==> src/hdl/afu_pkg.sv <==
`default_nettype none

package afu_pkg;

	// --------------------------------------------------------------------------
	// widths
	// --------------------------------------------------------------------------
	typedef logic [57:0]  line_addr_t;
	typedef logic [511:0] line_data_t;
	// one bit wider than the read index so that 64 fits
	typedef logic [6:0]   batch_size_t;
	typedef logic [7:0]   buf_idx_t;

	// --------------------------------------------------------------------------
	// batch geometry and host memory layout
	// --------------------------------------------------------------------------
	localparam int LINES_PER_READ = 4;
	localparam int MAX_READS      = 64;
	localparam int BUF_LINES      = 256;

	// handshake line sits just below the input region
	localparam line_addr_t HAND_OFFSET  = 58'd50348031;
	localparam line_addr_t INPUT_OFFSET = 58'd50348032;

	// handshake line fields
	localparam int TAG0_BIT  = 480;
	localparam int TAG1_BIT  = 482;
	localparam int BATCH_LSB = 448;

	// write record fields
	localparam int          FENCE_BIT = 511;
	localparam logic [31:0] DONE_CODE = 32'd16;

	// --------------------------------------------------------------------------
	// records
	// --------------------------------------------------------------------------
	typedef struct packed {
		line_addr_t k;
		line_addr_t l;
	} rd_pair_t;

	typedef struct packed {
		line_addr_t addr;
		line_data_t data;
	} wr_rec_t;

	typedef struct packed {
		line_data_t k;
		line_data_t l;
	} line_pair_t;

	typedef enum logic [2:0] {
		IDLE,
		POLL_REQ,
		POLL_WAIT,
		LOAD,
		OUTPUT,
		FENCE_1,
		DONE_REC,
		FENCE_2
	} job_state_t;

endpackage

`default_nettype wire

==> src/hdl/host_tx.sv <==
`default_nettype none

module host_tx import afu_pkg::*; (
	input  wire             CLK_200M,
	input  wire             reset_n,
	input  wire             stall,
	input  wire             req_valid,
	input  wire rd_pair_t   req,
	output logic            req_ready,
	output logic            rd_valid,
	output line_addr_t      rd_addr,
	input  wire             wr_strobe,
	input  wire wr_rec_t    wr_rec,
	output logic            wr_valid,
	output logic            fence_valid,
	output line_addr_t      wr_addr,
	output line_data_t      wr_data
);

	// l half waiting for its slot
	logic       l_pending;
	line_addr_t l_addr;
	logic       accept;

	assign req_ready = !l_pending && !stall;
	assign accept    = req_valid && req_ready;

	// --------------------------------------------------------------------------
	// read request serializer, k then l
	// --------------------------------------------------------------------------
	always_ff @(posedge CLK_200M) begin
		if (!reset_n) begin
			l_pending <= 1'b0;
			rd_valid  <= 1'b0;
		end else begin
			// a held l half leaves even under stall
			rd_valid  <= accept || l_pending;
			l_pending <= accept;
		end
	end

	always_ff @(posedge CLK_200M) begin
		if (accept) begin
			rd_addr <= req.k;
			l_addr  <= req.l;
		end else if (l_pending) begin
			rd_addr <= l_addr;
		end
	end

	// --------------------------------------------------------------------------
	// write channel
	// --------------------------------------------------------------------------
	always_ff @(posedge CLK_200M) begin
		if (!reset_n) begin
			wr_valid    <= 1'b0;
			fence_valid <= 1'b0;
		end else begin
			wr_valid    <= wr_strobe;
			fence_valid <= wr_strobe && wr_rec.data[FENCE_BIT];
		end
	end

	always_ff @(posedge CLK_200M) begin
		if (wr_strobe) begin
			wr_addr <= wr_rec.addr;
			wr_data <= wr_rec.data;
		end
	end

endmodule

`default_nettype wire

==> config.mk <==
export PLATFORM = sky130hd
export DESIGN_NAME = host_tx
export DESIGN_NICKNAME = d
export VERILOG_FILES = /design/src/hdl/afu_pkg.sv /design/src/hdl/host_tx.sv
export SDC_FILE = /design/constraint.sdc
export NUM_CORES = 1
export LEC_CHECK = 0
export BUFFER_PORTS_ARGS = -buffer_cell sky130_fd_sc_hd__buf_2
export CORE_AREA = 2 2 522 524
export CTS_CLUSTER_DIAMETER = 150
export DETAILED_ROUTE_END_ITERATION = 12
export DIE_AREA = 0 0 524 526
export GPL_ROUTABILITY_DRIVEN = 0
export MAX_ROUTING_LAYER = met4
export PLACE_DENSITY = 0.3
export SYNTH_ARGS = -nofsm -noshare
export SYNTH_HDL_FRONTEND = slang
export SYNTH_SLANG_ARGS = --single-unit
==> constraint.sdc <==
create_clock -name CLK_200M -period 1.75 [get_ports CLK_200M]
set_input_delay 0.0875 -clock CLK_200M [delete_from_list [all_inputs] [get_ports CLK_200M]]
set_output_delay 0.0875 -clock CLK_200M [all_outputs]
set_load 0.01 [all_outputs]
After elaboration in Yosys (flattened, before gate mapping)
Cells that the tools add are included.
{ "word_totals": {"inputBits": 691, "output_inout_bits": 632, "wordCells": 17, "register_bits": 690} }
{ "classes": {"n_reduce_logical": 7, "muxes": 2} }
{ "ops": {"columns": ["operator", "count"], "rows": [
  ["2-to-1 mux 58 bit", 2],
  ["logical AND 1 bit", 3],
  ["logical NOT 1 bit", 2],
  ["nonzero test 2 bit", 1],
  ["logical OR 1 bit", 1]
]} }

Longest topological paths before layout
Gate-level depths: netlist of run 1.
{ "depth": {"depth_word": 4, "ltp_mapped": 3} }

Least setup slack after synthesis of run 1
No wires, ideal clock.
{ "synth_timing": {"kind": "reg2reg", "start": "reg l_pending", "end": "reg rd_addr[48], data pin", "slack_ns": -0.026, "t_arrival_ns": 1.516, "stages_incl_launch_ff": 4, "t_required_ns": 1.490, "setup_time_ns": 0.260, "synth_period_minus_slack_ns": 1.776, "cell_sequence": "dfxtp_1 -> nor3b_4 -> buf_6 -> mux2_2"} }
{ "synth_between": {"elab_chain_cells": 4} }
{ "synth_rtl": {"columns": ["item", "line", "text"], "rows": [
  ["start, declared", "host_tx.sv:21", "logic l_pending;"],
  ["start signal, assigned", "host_tx.sv:38", "l_pending <= accept;"],
  ["logical NOT 1 bit", "host_tx.sv:25", "assign req_ready = !l_pending && !stall;"],
  ["logical AND 1 bit", "host_tx.sv:25", null],
  ["logical AND 1 bit", "host_tx.sv:26", "assign accept = req_valid && req_ready;"],
  ["named net accept", "host_tx.sv:23", "logic accept;"],
  ["2-to-1 mux 58 bit", "host_tx.sv:43", "if (accept) begin"],
  ["end signal, assigned", "host_tx.sv:44", "rd_addr <= req.k;"],
  ["end signal, assigned", "host_tx.sv:47", "rd_addr <= l_addr;"],
  ["end, declared", "host_tx.sv:11", "output line_addr_t rd_addr,"]
]} }
The timed path passes the listed nets, and every way through them passes these cells.
A chain may end at the register's enable or synchronous reset.

Worst setup path in the final report of run 1
{ "layout_timing": {"start": "reg l_pending", "end": "reg rd_addr[21], data pin"} }
{ "layout_between": {"elab_chain_cells": 4} }
{ "layout_rtl": {"columns": ["item", "line"], "rows": [
  ["logical NOT 1 bit", "host_tx.sv:25"],
  ["logical AND 1 bit", "host_tx.sv:25"],
  ["logical AND 1 bit", "host_tx.sv:26"],
  ["2-to-1 mux 58 bit", "host_tx.sv:43"]
]} }
No other way between the ends.

==> results of run 1 <==
## final cells by class
class,instances,area [um2],area share (%)
flip-flops and latches,690,20680,43.84
repair buffers,2434,17870,37.89
well taps,3570,4467,9.469
clock buffers,122,2552,5.411
multi-input cells,66,716.9,1.520
diodes,170,425.4,0.9018
clock inverters,49,457.9,0.9707
## synth_stat cells
cell type	instances	share of area, %
or2_2	1	0.029
and2_1	2	0.058
mux2_2	53	2.8
dfxtp_1	4	0.37
edfxtp_1	686	96
nor3b_4	1	0.087
nor2_1	1	0.017
o21a_1	1	0.035
mux2_1	5	0.26
and3_1	1	0.029
nor2b_1	1	0.029
buf_6	6	0.31
## per-layer routing
layer  global-route usage [%]  part of all wire (%)  vias to the layer above
li1                         -                     -                     8455
met4                    2.767                   2.3                        0
met3                    6.870                    15                      196
met5                        -                     0                        -
met2                    17.64                    41                     1246
met1                    15.17                    42                     9225
## layout by cell type, fill, tap and decap left out, drive strengths merged, types with 2 or more instances in the layout
| cell type | n |
|---|---|
| and2 | 2 |
| buf | 1363 |
| bufinv | 5 |
| clkbuf | 122 |
| clkinv | 37 |
| clkinvlp | 2 |
| dfxtp | 4 |
| diode | 170 |
| dlygate4sd3 | 1071 |
| edfxtp | 686 |
| inv | 5 |
| mux2 | 58 |
## power breakdown
group / total, mW / switching (mW) / leakage (nW) / internal (mW)
combinational: 6.30 / 3.24 / 10.2 / 3.06
clock: 19.2 / 8.10 / 1.47 / 11.1
sequential: 20.2 / 0.574 / 6.71 / 19.6
total: 45.6 / 11.9 / 18.4 / 33.7
## sequential cells by signal, summed over array words and instances (netlist names)
name / count
l_pending: 1
rd_addr: 58
rd_valid: 1
fence_valid: 1
wr_addr: 58
wr_valid: 1
wr_data: 512
l_addr: 58
## kinds of logic (layout without fill, tap and decap cells)
logic type	Yosys count	count (layout)
flops	690	690
buf+inv	6	2605
simple gates	7	7
compound gates	1	1
mux	58	58
other cells	0	170
## worst paths after layout
kind	from	to
setup / recovery	l_pending	rd_addr[21]
hold / removal	wr_rec[17]	wr_data[17]
setup reg to reg	l_pending	rd_addr[21]
hold reg to reg	l_addr[4]	rd_addr[4]
## worst reg2reg max path: cells and delay by family, from the launching register on
kind	cells	cell delay (ns)
muxes	1	0.42
buffers and inverters	2	0.41
and+or+nand+nor	1	0.23
DFF	1	0.35
## repair_timing
action / CTS / global route
pin swaps: 0 / 1
resized for setup: 11 / 1
setup endpoints to repair: 9 / 13
endpoints found under the hold margin: 1134 / 0
hold buffers: 1071 / 0
## through the flow
stage	worst slack [ns]	area (um2)	instances	total power [mW]	hold WS [ns]
global route	0.009191	47100	7071	47.66	0.01983
global placement	0.06106	32970	5689	24.77	0.2633
detailed placement	0.08132	32970	5689	24.72	0.2656
finish	0.07637	47170	7101	45.65	0.07721
CTS	-0.03513	46740	6931	46.82	0.0006161
floorplan	0.02489	21470	762	21.08	0.1864
==> parameters.txt, run 1 <==
Parameter                              Value

Critical path
  Cell with the largest stage delay on the worst path    mux2_2
  Cell family with most CP delay    buffers and inverters
  Crit path largest cell delay    between 0.3 and 0.4 ns
  Total stage count of the critical path    4
  Type of the setup path with the least slack    reg2reg
  Crit-path max FO    31
  Cell depth of the worst flop-to-flop path    4
  Buf/Inv on CP    2
  Worst path required time    2.29 ns
  Critical Path, Cell by Cell    nor3b_4 -> buf_12 -> buf_12 -> mux2_2
  Critical Path Source Type    flop
  Worst Path Arrival    2.21 ns
  Kind of end point of the critical path    flop
  Setup slack on the worst flop-to-flop path    about 0.076 ns
  Cell repeated most along the worst path    buf_12

Synth
  Number of warnings issued by yosys    0
  Synthesis-stage register bit count    690
  Multiplexer share of the synthesized area    3.043%
  Mean post-synth cell area    28.17 um2
  Simple-gate portion of the synthesized area    0.2507%
  Part of the Yosys area used for sequential elements    96.36%
  Adder-cell area share of the yosys netlist    0%
  Unique masters post-synth    12
  Xor/xnor cell area share of the yosys netlist    0%
  Complex-gate fraction of the synthesized area    less than 1%
  Mapped cell area    0.02146 mm2
  Number of instances in the synthesized netlist    762
  Largest family of logic cells by synthesized area    multiplexers
  Number of nets produced by synthesis    1453

Floorplan
  Total die area    0.2756 mm2
  Vertical extent of the die    526 um
  Ports placed on the boundary    1323
  Std-Cell Core Area    0.2698 mm2
  Floorplan row count    191
  Die Width    ~520 um
  Initial standard-cell utilization of the core    ~8%

Outcome
  Status    finished, final reports clean

Pwr
  Leakage power figure    18.38 nW
  Max rail drop VDD    between 0.8 and 0.9 mV
  Power per cell area    ~970 mW/mm2

STA
  Largest clock skew in the final design    about 0.04 ns
  FMAX    597.5 MHz
  Share of the clock period used by the worst path after layout    95.64%
  Setup repair after global routing missed its margin    false
  Number of failing setup endpoints in the final timing report    0
  Worst max-slew margin expressed relative to the limit    between 60% and 70%
  Transition at the pin with the smallest max-transition slack    0.5054 ns
  Max Slew Vio Count    0
  Minimum clock period after layout    between 1.5 and 2 ns
  Final Hold Fails    0
  Post-route setup TNS    0 ns

Routing
  Via-to-Cell Ratio    between 2 and 3
  First-iteration detailed-routing DRC count    between 1000 and 1500
  Total number of vias    19120
  First-pass detailed-route iteration total    5
  DR DRC count    0
  Average wire length per cell after detail routing    24.45 um
  Drt total wl    173600 um
  Final antenna-violating net count    0

Job
  Max cap viols    0

Clock tree
  Skew-Pair Late Insertion Delay    around 0.79 ns
  Post CTS Setup Buffer Count    0
  Clock Tree Buf Depth    4
  H-Tree Depth    3
  Root buffer cell    clkbuf_16
  Clock tree from TritonCTS    built
  Clock input transition at the sequential cells of the worst setup and hold paths    approximately 0.06 ns
  Number of sinks handled by clock tree synthesis    690
  Number of buffers inserted during clock tree synthesis    97

GRT
  Wire length of the first global-routing pass    213400 um
  Total global routing track utilization    12.42%
  Antenna violations before repair    227
  Global route total overflow    0
  Pin count of the biggest net entering global routing    about 70
  Vias in the first global route    19900

Min path
  Hold depth    2
  Worst hold path class    in2reg

Place
  Dpl hpwl    147400 um
  Number of I/O port buffers    1322

Layout
  Share of layout cells above drive strength 1    46.24%
  Layout fillers    around 30000
  Area added between synthesis and finish    119.8%
  Final-stage net count    3980
  Finished Core Util    between 15 and 20%
No activity file was read; power rests on OpenSTA's default activity.
==> run 2, diff against run 1 <==
Settings changed: BUFFER_PORTS_ARGS -buffer_cell sky130_fd_sc_hd__buf_2 to default, DONT_BUFFER_PORTS from default to 1.
==> parameters.txt, run 2 <==
Parameter                              Value

Synth
  Largest cells by area after synthesis    edfxtp_1, mux2_2, dfxtp_1, buf_6, mux2_1
  Number of nets produced by synthesis    1453 (unchanged)
  Area fraction of the dominant cell type after synthesis    95.98% (unchanged)
  Mean post-synth cell area    28.17 um2 (unchanged)
  Number of warnings issued by yosys    0 (unchanged)
  Number of instances in the synthesized netlist    762 (unchanged)
  Commonest cells in the netlist    edfxtp_1, mux2_2, buf_6
  Mapped cell area    0.02146 mm2 (unchanged)
  Cell with the most instances after synthesis    edfxtp_1
  Unique masters post-synth    12 (unchanged)
  Part of the Yosys area used for sequential elements    96.36% (unchanged)
  FFs w/ async S/R, synth    0% (unchanged)
  Synthesis-stage register bit count    690 (unchanged)
  Leading area contributor after synthesis    edfxtp_1
  Top_reg_cell synth    edfxtp_1
  Number of enable-type register cells in the synthesized netlist    686 (unchanged)

Outcome
  Last stage    4_1_cts
  First Error    [ERROR RSZ-0060] Max buffer count reached.
  Status    aborted with a tool error

Clock tree
  H-Tree Depth    3 (unchanged)
  Clock Tree Buf Depth    4 (unchanged)
  Root buffer cell    clkbuf_16
  Number of buffers inserted during clock tree synthesis    97 (unchanged)
  Post CTS Setup Buffer Count    1 (+1)
  Post-cts repair resize count    0 (-11)
  Number of sinks handled by clock tree synthesis    690 (unchanged)
  CTS Hold Buffers Added    903 (-16%)

Floorplan
  Ports placed on the boundary    1323 (unchanged)
  Floorplan row count    191 (unchanged)
  Die Width    524 um (unchanged)
  Initial standard-cell utilization of the core    7.954% (unchanged)
  Vertical extent of the die    526 um (unchanged)

Place
  Placed inst area    0.02595 mm2 (-21%)
  Pre-CTS worst setup slack    -0.009124 ns (-0.09044 ns)
  Dpl hpwl    139800 um (-5.1%)
  Number of I/O port buffers    0 (-100%)
==> run 2: cell counts after synthesis <==
Identical to the previous run, type by type.
==> run 2: per-stage QoR <==
step           setup TNS, ns  utilization [%]  hold WS, ns  instances
2_1_floorplan              0                -       0.1864        762
3_3_place_gp               0            9.618       0.1864       4331
3_5_place_dp       -0.009638            9.618       0.1864       4331
==> run 2: cells by family after synthesis <==
| kind of cell | count (synthesis) | synth area share [%] |
|---|---|---|
| muxes | 58 | 3.043 |
| DFF | 690 | 96.36 |
| AOI/OAI and AO/OA | 1 | 0.03499 |
| buffers and inverters | 6 | 0.3148 |
| and+or+nand+nor | 7 | 0.2507 |
==> run 3, diff against run 2 <==
Settings changed: CORE_AREA 2 2 522 524 to 2 2 514 516, CTS_CLUSTER_DIAMETER 150 to default, DIE_AREA 0 0 524 526 to 0 0 516 518, MAX_ROUTING_LAYER met4 to default, PLACE_DENSITY 0.3 to default, PLACE_DENSITY_LB_ADDON from default to 0.15.
Clock period 1.75 ns to 2.3 ns, I/O delays scaled along.
==> parameters.txt, run 3 <==
Parameter                              Value

Outcome
  Status    aborted with a tool error
  Last stage    4_1_cts
  First Error    [ERROR RSZ-0060] Max buffer count reached.

Clock tree
  Root buffer cell    clkbuf_16
  H-Tree Depth    3 (unchanged)
  Number of sinks handled by clock tree synthesis    690 (unchanged)
  CTS Hold Buffers Added    891 (-1.3%)
  Clock Tree Buf Depth    3 (-1)
  Number of buffers inserted during clock tree synthesis    95 (-2.1%)
  Post CTS Setup Buffer Count    0 (-1)
  Post-cts repair resize count    0 (unchanged)

Place
  Dpl hpwl    114500 um (-18%)
  Number of I/O port buffers    0 (unchanged)

Floorplan
  Die Width    516 um (-1.5%)
  Ports placed on the boundary    1323 (unchanged)
  Initial standard-cell utilization of the core    8.205% (+0.25 points)
  Vertical extent of the die    518 um (-1.5%)
  Floorplan row count    188 (-1.6%)

Synth
  Mapped cell area    0.02146 mm2 (unchanged)
  Number of instances in the synthesized netlist    762 (unchanged)
  Part of the Yosys area used for sequential elements    96.36% (unchanged)
  Number of nets produced by synthesis    1453 (unchanged)
  Synthesis-stage register bit count    690 (unchanged)
  Mean post-synth cell area    28.17 um2 (unchanged)
  Commonest cells in the netlist    edfxtp_1, mux2_2, buf_6
  Area fraction of the dominant cell type after synthesis    95.98% (unchanged)
  Number of warnings issued by yosys    0 (unchanged)
  Unique masters post-synth    12 (unchanged)
  Top_reg_cell synth    edfxtp_1
  Leading area contributor after synthesis    edfxtp_1
  Largest cells by area after synthesis    edfxtp_1, mux2_2, dfxtp_1, buf_6, mux2_1
  FFs w/ async S/R, synth    0% (unchanged)
  Cell with the most instances after synthesis    edfxtp_1
  Number of enable-type register cells in the synthesized netlist    686 (unchanged)
-- run 3: cell counts after synthesis --
Identical to the previous run, type by type.
-- run 3: kinds of logic after synthesis --
logic type	Yosys count	share of synthesized area (%)
mux	58	3.043
flops	690	96.36
simple gates	7	0.2507
compound gates	1	0.03499
buf+inv	6	0.3148
-- run 3: through the flow --
stage	std cells	hold slack (ns)	setup slack (ns)	util, %	area (um2)
3_5_place_dp	4277	0.2139	0.4887	9.898	25890
3_3_place_gp	4277	0.2139	0.5260	9.898	25890
2_1_floorplan	762	0.2139	0.5241	-	21460
