## src/hdl/afu_pkg.sv

```systemverilog
`default_nettype none

package afu_pkg;

	// --------------------------------------------------------------------------
	// widths
	// --------------------------------------------------------------------------
	typedef logic [57:0]  line_addr_t;
	typedef logic [511:0] line_data_t;
	// one bit wider than the read index so that 64 fits
	typedef logic [6:0]   batch_size_t;
	typedef logic [7:0]   buf_idx_t;

	// --------------------------------------------------------------------------
	// batch geometry and host memory layout
	// --------------------------------------------------------------------------
	localparam int LINES_PER_READ = 4;
	localparam int MAX_READS      = 64;
	localparam int BUF_LINES      = 256;

	// handshake line sits just below the input region
	localparam line_addr_t HAND_OFFSET  = 58'd50348031;
	localparam line_addr_t INPUT_OFFSET = 58'd50348032;

	// handshake line fields
	localparam int TAG0_BIT  = 480;
	localparam int TAG1_BIT  = 482;
	localparam int BATCH_LSB = 448;

	// write record fields
	localparam int          FENCE_BIT = 511;
	localparam logic [31:0] DONE_CODE = 32'd16;

	// --------------------------------------------------------------------------
	// records
	// --------------------------------------------------------------------------
	typedef struct packed {
		line_addr_t k;
		line_addr_t l;
	} rd_pair_t;

	typedef struct packed {
		line_addr_t addr;
		line_data_t data;
	} wr_rec_t;

	typedef struct packed {
		line_data_t k;
		line_data_t l;
	} line_pair_t;

	typedef enum logic [2:0] {
		IDLE,
		POLL_REQ,
		POLL_WAIT,
		LOAD,
		OUTPUT,
		FENCE_1,
		DONE_REC,
		FENCE_2
	} job_state_t;

endpackage

`default_nettype wire

```

## src/hdl/rx_pair_join.sv

```systemverilog
`default_nettype none

module rx_pair_join import afu_pkg::*; (
	input  wire             CLK_200M,
	input  wire             reset_n,
	input  wire             rx_valid,
	input  wire line_data_t rx_data,
	output logic            pair_valid,
	output line_pair_t      pair
);

	// low while waiting for the k half of a pair
	logic       parity;
	line_data_t k_hold;

	// control
	always_ff @(posedge CLK_200M) begin
		if (!reset_n) begin
			parity     <= 1'b0;
			pair_valid <= 1'b0;
		end else begin
			pair_valid <= rx_valid && parity;
			// toggles on every response, never cleared between jobs
			if (rx_valid) begin
				parity <= !parity;
			end
		end
	end

	// payload
	always_ff @(posedge CLK_200M) begin
		if (rx_valid) begin
			if (!parity) begin
				k_hold <= rx_data;
			end else begin
				pair.k <= k_hold;
				pair.l <= rx_data;
			end
		end
	end

endmodule

`default_nettype wire

```

## config.mk

```make
export PLATFORM = sky130hd
export DESIGN_NAME = rx_pair_join
export DESIGN_NICKNAME = d
export VERILOG_FILES = /design/src/hdl/afu_pkg.sv /design/src/hdl/rx_pair_join.sv
export SDC_FILE = /design/constraint.sdc
export NUM_CORES = 1
export LEC_CHECK = 0
export BUFFER_PORTS_ARGS = -buffer_cell sky130_fd_sc_hd__clkbuf_2
export CORE_AREA = 2 2 599 601
export DETAILED_ROUTE_END_ITERATION = 10
export DIE_AREA = 0 0 601 603
export GPL_TIMING_DRIVEN = 0
export SETUP_SLACK_MARGIN = 0.4
export SLEW_MARGIN = 40
export SYNTH_ARGS = -nofsm -noshare
export SYNTH_HDL_FRONTEND = slang
export SYNTH_SLANG_ARGS = --single-unit
```

## constraint.sdc

```tcl
create_clock -name CLK_200M -period 18.59 [get_ports CLK_200M]
set_input_delay 2.7885 -clock CLK_200M [delete_from_list [all_inputs] [get_ports CLK_200M]]
set_output_delay 2.7885 -clock CLK_200M [all_outputs]
set_load 0.02 [all_outputs]
```

-- Yosys cells after proc, flatten, opt, wreduce, memory -nomap -nowiden
Index checks and enable logic that the tools add are counted.
W data, S select, Z words.
- register bits: 1538
- bits of input ports: 515
- logic and storage cells: 10
- output and inout port bits: 1025
- reductions and logical operators: 4
- bitwise gates (word level): 1
- operators by type and width (operator ; count):
    $reduce_and A2 Y1 ; 2
    $logic_and A1 B1 Y1 ; 1
    $logic_not A1 Y1 ; 1
    $not A1 Y1 ; 1

-- Depth between registers and ports, before layout
Gate-level depths: netlist (run 1).
- depth after elaboration: 2
- gate-level depth with buffers: 2
- gate-level depth less buffers: 2

-- Worst setup path before layout (run 1)
OpenSTA, ideal clock, no wires.
- path type: input-to-reg
- from: input port rx_valid
- to: register pair[0] in the netlist's numbering (enable)
- data required time: 17.620 ns
- arrival time: 14.799 ns
- stages on the path: 1
- slack: 2.821 ns
- path buffers: 0
- library setup time: 0.970 ns
- cell sequence: and2_2
- word-level cells in the longest chain between the ends: 1
- ends and longest elaborated chain (item ; line ; source):
    from (decl) ; rx_pair_join.sv:6 ; input wire rx_valid,
    $reduce_and A2 Y1 (no source line) ; - ;
    to (decl) ; rx_pair_join.sv:9 ; output line_pair_t pair
Every way passes these cells.
A chain may end at the register's enable or synchronous reset.

-- Worst setup path in the final report (run 1)
- from: input port rx_valid
- to: register pair[854] in the netlist's numbering (enable)
Same word-level chain as after synthesis.

==> impl_metrics.json, run 1 <==
{
  "final_cells": 8254,
  "synth_cell_types": 7,
  "clkLatencyLatePin_ps": 850,
  "max_stage_delay_ps": 530,
  "grt_pass1_wl_um": 308000,
  "postCtsSetupBuffers": 0,
  "initialDrtViolationCount": 2498,
  "ys_seq_elements": 1538,
  "die_h_um": 603,
  "path_class": "input port to flip-flop",
  "ctsResizeCount": 0,
  "min-delay-path-class": "flip-flop to flip-flop",
  "synth_cells": 1543,
  "cts_made_buffers": 176,
  "max_slew.worst_pin.slew_ps": 571,
  "startpoint_type": "input port",
  "p_leak_uw": 0.0241,
  "grt_max_degree": 49,
  "viasPerCell": 3.12,
  "grt_pass1_vias": 24400,
  "worst_path_max_delay_cell": "and2_4",
  "rsz0062_at_grt": "false",
  "worstPathRequired_ps": 19080,
  "hold_viol": 0,
  "final_cell_area_um2": 67000,
  "timing.final.crit_period_ps": 4990,
  "crit_arrival_ps": 5480,
  "postCtsHoldBufs": 0,
  "via_count": 25700,
  "ir_drop_uv": 81.7,
  "layout-drive-gt1-share_pct": 53.9,
  "fin_crit_sh_pct": 26.8,
  "overflow": 0,
  "cts.clk_slew.worst_paths_ps": 60,
  "drc_errors": 0,
  "finalMaxSlewViolations": 0,
  "synth_nets": 2058,
  "place_hpwl_um": 219000,
  "detail_route.first_pass.iterations": 8,
  "antenna_found_initial": 287,
  "num-nets-final": 3840,
  "status": "complete, no violations",
  "cts_root_buf": "clkbuf_16",
  "cts_sinks": 1538,
  "totalWireLength_um": 255000,
  "portBuffers": 1539,
  "cts_buffer_depth": 4,
  "drtAntennaViolNets": 0,
  "max-cap-violations": 0,
  "fmax_ghz": 0.201,
  "fin_worst_skew_ps": 65.2,
  "p_per_area_nw_per_um2": 118,
  "cts_tree": "done",
  "placed_area_um2": 61300,
  "wl_per_cell_um": 31.0,
  "finalSetupViolations": 0,
  "die_x_um": 601,
  "synth.avg_cell_area_um2": 29.9,
  "place_inst": 7898,
  "power_uw": 7900,
  "crit_fanout": 41,
  "core_area_um2": 355000,
  "grt_use_total_pct": 13.5,
  "crit_top_cell": "buf_12",
  "crit_path_end_kind": "flip-flop",
  "final_common_cell": "clkbuf_2",
  "yosysSeqAreaShare_pct": 99.9,
  "io_pins": 1540,
  "gp_congestion": 0.950,
  "synthesis.area_um2": 46200,
  "path_cells": "clkbuf_2 -> and2_4 -> buf_12 -> buf_12 -> buf_12 -> buf_12 -> buf_12 -> buf_12 -> buf_12",
  "yosysWarnings": 0,
  "rows": 219,
  "start_util_pct": 13.0,
  "holdWs_ps": 376,
  "syn_to_final_growth_pct": 44.9,
  "final_cell_mix": "clkbuf_2, edfxtp_1, clkbuf_16",
  "die_area_um2": 362000,
  "relSlewSlack_pct": 62.0,
  "htree_levels": 4
}
==> metal layers <==
metal	wire [um]	vias to the layer above	GRT usage (%)
met2	123000	1969	22.8
met3	33700	751	7.65
li1	-	10000	-
met5	807	-	0
met1	87800	12900	14.2
met4	10200	122	4.24
==> report_power, final <==
part           switching [uW]  total, uW  internal [uW]  leakage [uW]
logic                     296        414            118       0.00704
registers                44.3       4040           4000        0.0143
clock network            1490       3440           1960       0.00272
total                    1830       7900           6070        0.0241
==> critical path, delay by kind of cell <==
kind	cells	cell delay [ps]
buffers and inverters	8	1960
AND/OR/NAND/NOR	1	530
==> logic make-up after synthesis <==
| group | Yosys count | share of synthesized area (%) |
|---|---|---|
| flip-flops | 1538 | 99.9 |
| AND/OR/NAND/NOR | 4 | 0.0758 |
| AO/OA/AOI/OAI | 1 | 0.0163 |
==> Yosys cell counts <==
library cell	count	area share [%]
nor2b_4	1	0.030
and3_2	1	0.016
edfxtp_1	1536	100
dfxtp_1	2	0.087
nor2b_1	1	0.014
o21a_1	1	0.016
and2_2	1	0.016
==> flip-flops by register name, summed over array words and instances, names as in the netlist <==
signal and cells:
pair_valid 1, parity 1, k_hold 512, pair 1024
==> worst paths after layout <==
check / depth (start not counted) / slack [ps] / to / start
hold / removal: 0 / 380 / pair[855] / k_hold[343]
setup reg to reg: 8 / 15230 / pair[854] / parity
setup / recovery: 9 / 13600 / pair[854] / rx_valid
hold reg to reg: 0 / 380 / pair[855] / k_hold[343]
==> through the flow <==
| stage | setup TNS, ps | util (%) | setup WS (ps) |
|---|---|---|---|
| finish | 0 | 18.8 | 13600 |
| global route | 0 | 18.8 | 13470 |
| CTS | 0 | 18.8 | 13690 |
| detailed placement | 0 | 17.2 | 12780 |
| global placement | -3472960 | 16.8 | -3600 |
| floorplan | 0 | - | 2820 |
==> cell type report <==
cell class	count	area [um^2]
timing repair buffer	1604	9100
clock buffer	210	4570
tap	4751	5940
fill	37900	288000
multi-input combinational	5	43.8
antenna	44	110
sequential	1538	46200
clock inverter	102	1020
Note: power is estimated with default switching activity, not from simulation.
==> inputs of run 2 (changes only) <==
- clock period: 18.59 -> 4.8 ns (I/O delays scaled with it)
==> impl_metrics.json, run 2 (same netlist as run 1, synthesis figures left out) <==
{
  "drtAntennaViolNets": 0,
  "final_cells": 8542,
  "die_area_um2": 362000,
  "finalSetupViolations": 0,
  "clkPwrFrac_pct": 43.8,
  "grt_pass1_vias": 25700,
  "clkLatencyLatePin_ps": 870,
  "detail_route.first_pass.iterations": 5,
  "seqPwrFrac_pct": 50.3,
  "htree_levels": 4,
  "start_util_pct": 13.0,
  "cts_buffer_depth": 4,
  "io_pins": 1540,
  "grt_max_degree": 49,
  "grt_pass1_wl_um": 308000,
  "crit_arrival_ps": 3440,
  "power_uw": 31100,
  "overflow": 0,
  "core_area_um2": 355000,
  "reg2reg_depth": 7,
  "swShare_pct": 23.4,
  "crit_fanout": 42,
  "holdWs_ps": 89.3,
  "reg2reg_from": "parity",
  "ctsResizeCount": 0,
  "drc_errors": 0,
  "final_common_cell": "clkbuf_2",
  "viasPerCell": 3.14,
  "cts.clk_slew.worst_paths_ps": 60,
  "crit_path_end_kind": "flip-flop",
  "cts_made_buffers": 175,
  "max-cap-violations": 0,
  "largestRegisters": "pair: 1024 flops, k_hold: 512 flops",
  "hold_viol": 0,
  "p_per_area_nw_per_um2": 446,
  "fin_worst_skew_ps": 72.6,
  "worstHoldStart": "rx_data[305]",
  "r2r-end": "pair[945]",
  "internal-power_uw": 23800,
  "final_cell_mix": "clkbuf_2, edfxtp_1, dlygate4sd3_1",
  "num-nets-final": 4109,
  "comb_power_share_pct": 6.0,
  "initialDrtViolationCount": 2739,
  "ir_drop_uv": 380,
  "finalMaxSlewViolations": 0,
  "wl_per_cell_um": 29.6,
  "startpoint_type": "flip-flop",
  "place_hpwl_um": 215000,
  "gp_congestion": 0.947,
  "rrSetupSlack_ps": 1860,
  "nFillCells": 37700,
  "rsz0062_at_grt": "false",
  "status": "complete, no violations",
  "layout-drive-gt1-share_pct": 49.8,
  "startpoint": "parity",
  "cts_tree": "done",
  "switchingPower_uw": 7290,
  "fin_util_pct": 19.6,
  "cts_sinks": 1538,
  "grt_use_total_pct": 13.4,
  "timing.final.crit_period_ps": 2940,
  "fin_ws_ps": 1860,
  "min-delay-path-class": "input port to flip-flop",
  "min_path_cells": 1,
  "largest_reg_flops": 1024,
  "path_class": "flip-flop to flip-flop",
  "relSlewSlack_pct": 58.3,
  "via_count": 26800,
  "portBuffers": 1539,
  "max_slew.worst_pin.slew_ps": 629,
  "dp_slack_ps": 1380,
  "die_x_um": 601,
  "totalWireLength_um": 253000,
  "rows": 219,
  "p_leak_uw": 0.0252,
  "antenna_found_initial": 260,
  "regMostFlops": "pair",
  "fin_crit_sh_pct": 61.4,
  "worstPathRequired_ps": 5290,
  "die_h_um": 603,
  "syn_to_final_growth_pct": 51.1,
  "place_inst": 7898,
  "fmax_ghz": 0.340,
  "holdPathEnd": "k_hold[305]",
  "cts_root_buf": "clkbuf_16"
}
run 2: how the worst max path moves through the flow:
stage	end
after floorplan	k_hold[0]
after global routing	pair[945]
after CTS	pair[607]
after detailed placement	pair[572]
final	pair[945]
after global placement	k_hold[366]
run 2: per-layer routing:
layer  track usage (%)  vias to the layer above  share of wire, %
li1                  -                    10600                 -
met1              14.4                    13500                35
met2              22.7                     1864                49
met3              6.86                      699                12
met4              4.06                      124               3.8
met5                 0                        -              0.33
run 2: cell type report:
type	count	area, um^2	share of cell area (%)
Clock buffer	209	4550	6.52
Antenna cell	55	138	0.197
Clock inverter	110	1200	1.73
Multi-Input combinational cell	5	43.8	0.0627
Timing Repair Buffer	1874	11800	16.9
Tap cell	4751	5940	8.51
Sequential cell	1538	46200	66.1
run 2: critical path: stages, from the launching register on:
cell and delay [ps]:
dfxtp_1 420, and2_4 500, buf_12 270, buf_12 230, buf_12 230, buf_12 240, buf_12 270, buf_12 270
run 2: what timing repair did:
| item | 4_1_cts | 5_1_grt |
|---|---|---|
| setup buffers | 0 | 0 |
| hold buffers | 270 | 0 |
| hold endpoints to repair | 513 | 0 |
run 2: per-stage QoR:
| stage | cell area [um^2] | TNS, ps |
|---|---|---|
| detailed placement | 61200 | 0 |
| CTS | 69700 | 0 |
| global route | 69700 | 0 |
| finish | 69800 | 0 |
| floorplan | 46200 | -5564990 |
| global placement | 59900 | - |
run 2: power groups by stage:
| stage | combinational [uW] | sequential (uW) | clock, uW |
|---|---|---|---|
| final | 1860 | 15700 | 13600 |
| after floorplan | 195 | 16400 | 0 |
| after detailed placement | 1610 | 15900 | 0 |
| after global routing | 1960 | 15700 | 14500 |
| after CTS | 1910 | 15700 | 14100 |
| after global placement | 1410 | 16200 | 0 |
==> inputs of run 3 (changes only) <==
- clock period: 4.8 -> 2.98 ns (I/O delays scaled with it)
==> impl_metrics.json, run 3 (same netlist as run 1, synthesis figures left out) <==
{
  "place_hpwl_um": 218000,
  "drc_errors": 0,
  "path_class": "input port to flip-flop",
  "die_h_um": 603,
  "relSlewSlack_pct": 67.1,
  "crit_fanout": 20,
  "p_per_area_nw_per_um2": 694,
  "r2r-end": "pair[887]",
  "largestRegisters": "pair: 1024 flops, k_hold: 512 flops",
  "cts_sinks": 1538,
  "final_cell_mix": "clkbuf_2, edfxtp_1, dlygate4sd3_1",
  "syn_to_final_growth_pct": 58.0,
  "rows": 219,
  "fin_util_pct": 20.5,
  "max-cap-violations": 0,
  "clkLatencyLatePin_ps": 880,
  "overflow": 0,
  "htree_levels": 4,
  "fin_worst_skew_ps": 61.6,
  "num-nets-final": 4394,
  "gp_congestion": 0.959,
  "crit_path_end_kind": "flip-flop",
  "cts_root_buf": "clkbuf_16",
  "portBuffers": 1539,
  "viasPerCell": 3.17,
  "grt_use_total_pct": 13.7,
  "worstHoldStart": "rx_data[45]",
  "initialDrtViolationCount": 2759,
  "ir_drop_uv": 649,
  "totalWireLength_um": 259000,
  "startpoint": "rx_valid",
  "hold_viol": 0,
  "core_area_um2": 355000,
  "start_util_pct": 13.0,
  "timing.final.crit_period_ps": 2580,
  "finalMaxSlewViolations": 0,
  "power_uw": 50700,
  "cp-endpoint": "k_hold[171]",
  "finalSetupViolations": 0,
  "rrSetupSlack_ps": 470,
  "rsz0062_at_grt": "false",
  "cts.clk_slew.worst_paths_ps": 60,
  "detail_route.first_pass.iterations": 5,
  "regMostFlops": "pair",
  "placed_area_um2": 61300,
  "wl_per_cell_um": 29.3,
  "largest_reg_flops": 1024,
  "max_slew.worst_pin.slew_ps": 492,
  "p_leak_uw": 0.0266,
  "grt_max_degree": 48,
  "min-delay-path-class": "input port to flip-flop",
  "layout-drive-gt1-share_pct": 47.4,
  "grt_pass1_wl_um": 316000,
  "startpoint_type": "input port",
  "cts_tree": "done",
  "via_count": 28000,
  "crit_arrival_ps": 3120,
  "fmax_ghz": 0.387,
  "tns_ps": 0,
  "cts_made_buffers": 177,
  "worstPathRequired_ps": 3520,
  "die_area_um2": 362000,
  "io_pins": 1540,
  "fin_crit_sh_pct": 86.6,
  "final_cell_area_um2": 73000,
  "status": "complete, no violations",
  "reg2reg_depth": 9,
  "cts_buffer_depth": 4,
  "antenna_found_initial": 246,
  "reg2reg_from": "parity",
  "grt_pass1_vias": 26900,
  "die_x_um": 601,
  "final_common_cell": "clkbuf_2",
  "drtAntennaViolNets": 0
}
## run 3: timing repair
item,4_1_cts,5_1_grt
endpoints found under the setup margin,434,78
gates cloned,9,3
hold buffers,515,0
pin swaps,1,0
hold endpoints to repair,1026,0
setup buffers,10,13
resized for setup,19,1
## run 3: where the power goes
part           total, uW  internal [uW]  switching (uW)
logic               3610           1280            2330
clock network      21900          12500            9340
registers          25200          24900             278
## run 3: through the flow
step	std cells	hold WS [ps]	setup slack [ps]
finish	8843	332	398
global route	8796	272	390
CTS	8753	208	390
detailed placement	7901	405	-661
global placement	7833	401	-11580
floorplan	1543	400	-5550
## run 3: critical path: stages
cell and delay (ps):
dlygate4sd3_1 570, clkbuf_2 200, nor2b_4 210, buf_12 140
buf_12 110, buf_16 140, buf_16 160, buf_16 180
buf_16 120, buf_16 150, buf_12 130, buf_16 150
buf_16 170, buf_16 170
## run 3: layout make-up
| class | instances | area [um^2] |
|---|---|---|
| Antenna cell | 74 | 185 |
| Clock buffer | 213 | 4670 |
| Clock inverter | 105 | 1080 |
| Fill cell | 37500 | 282000 |
| Multi-Input combinational cell | 6 | 51.3 |
| Sequential cell | 1538 | 46200 |
| Tap cell | 4751 | 5940 |
| Timing Repair Buffer | 2156 | 14900 |
## run 3: metal layers
metal	part of all wire (%)	track usage [%]	wire, um
met5	0.29	0	750
met4	3.4	3.71	8890
met3	11	5.95	27400
met2	49	23.4	127000
met1	37	15.4	95500
## run 3: worst min path at each step
stage | endpoint | slack (ps) | cells past startpoint
final | k_hold[45] | 330 | 2
after global routing | k_hold[234] | 270 | 2
after CTS | pair[95] | 210 | 2
after detailed placement | pair[1014] | 400 | 0
after global placement | pair[851] | 400 | 0
after floorplan | pair[1000] | 400 | 0
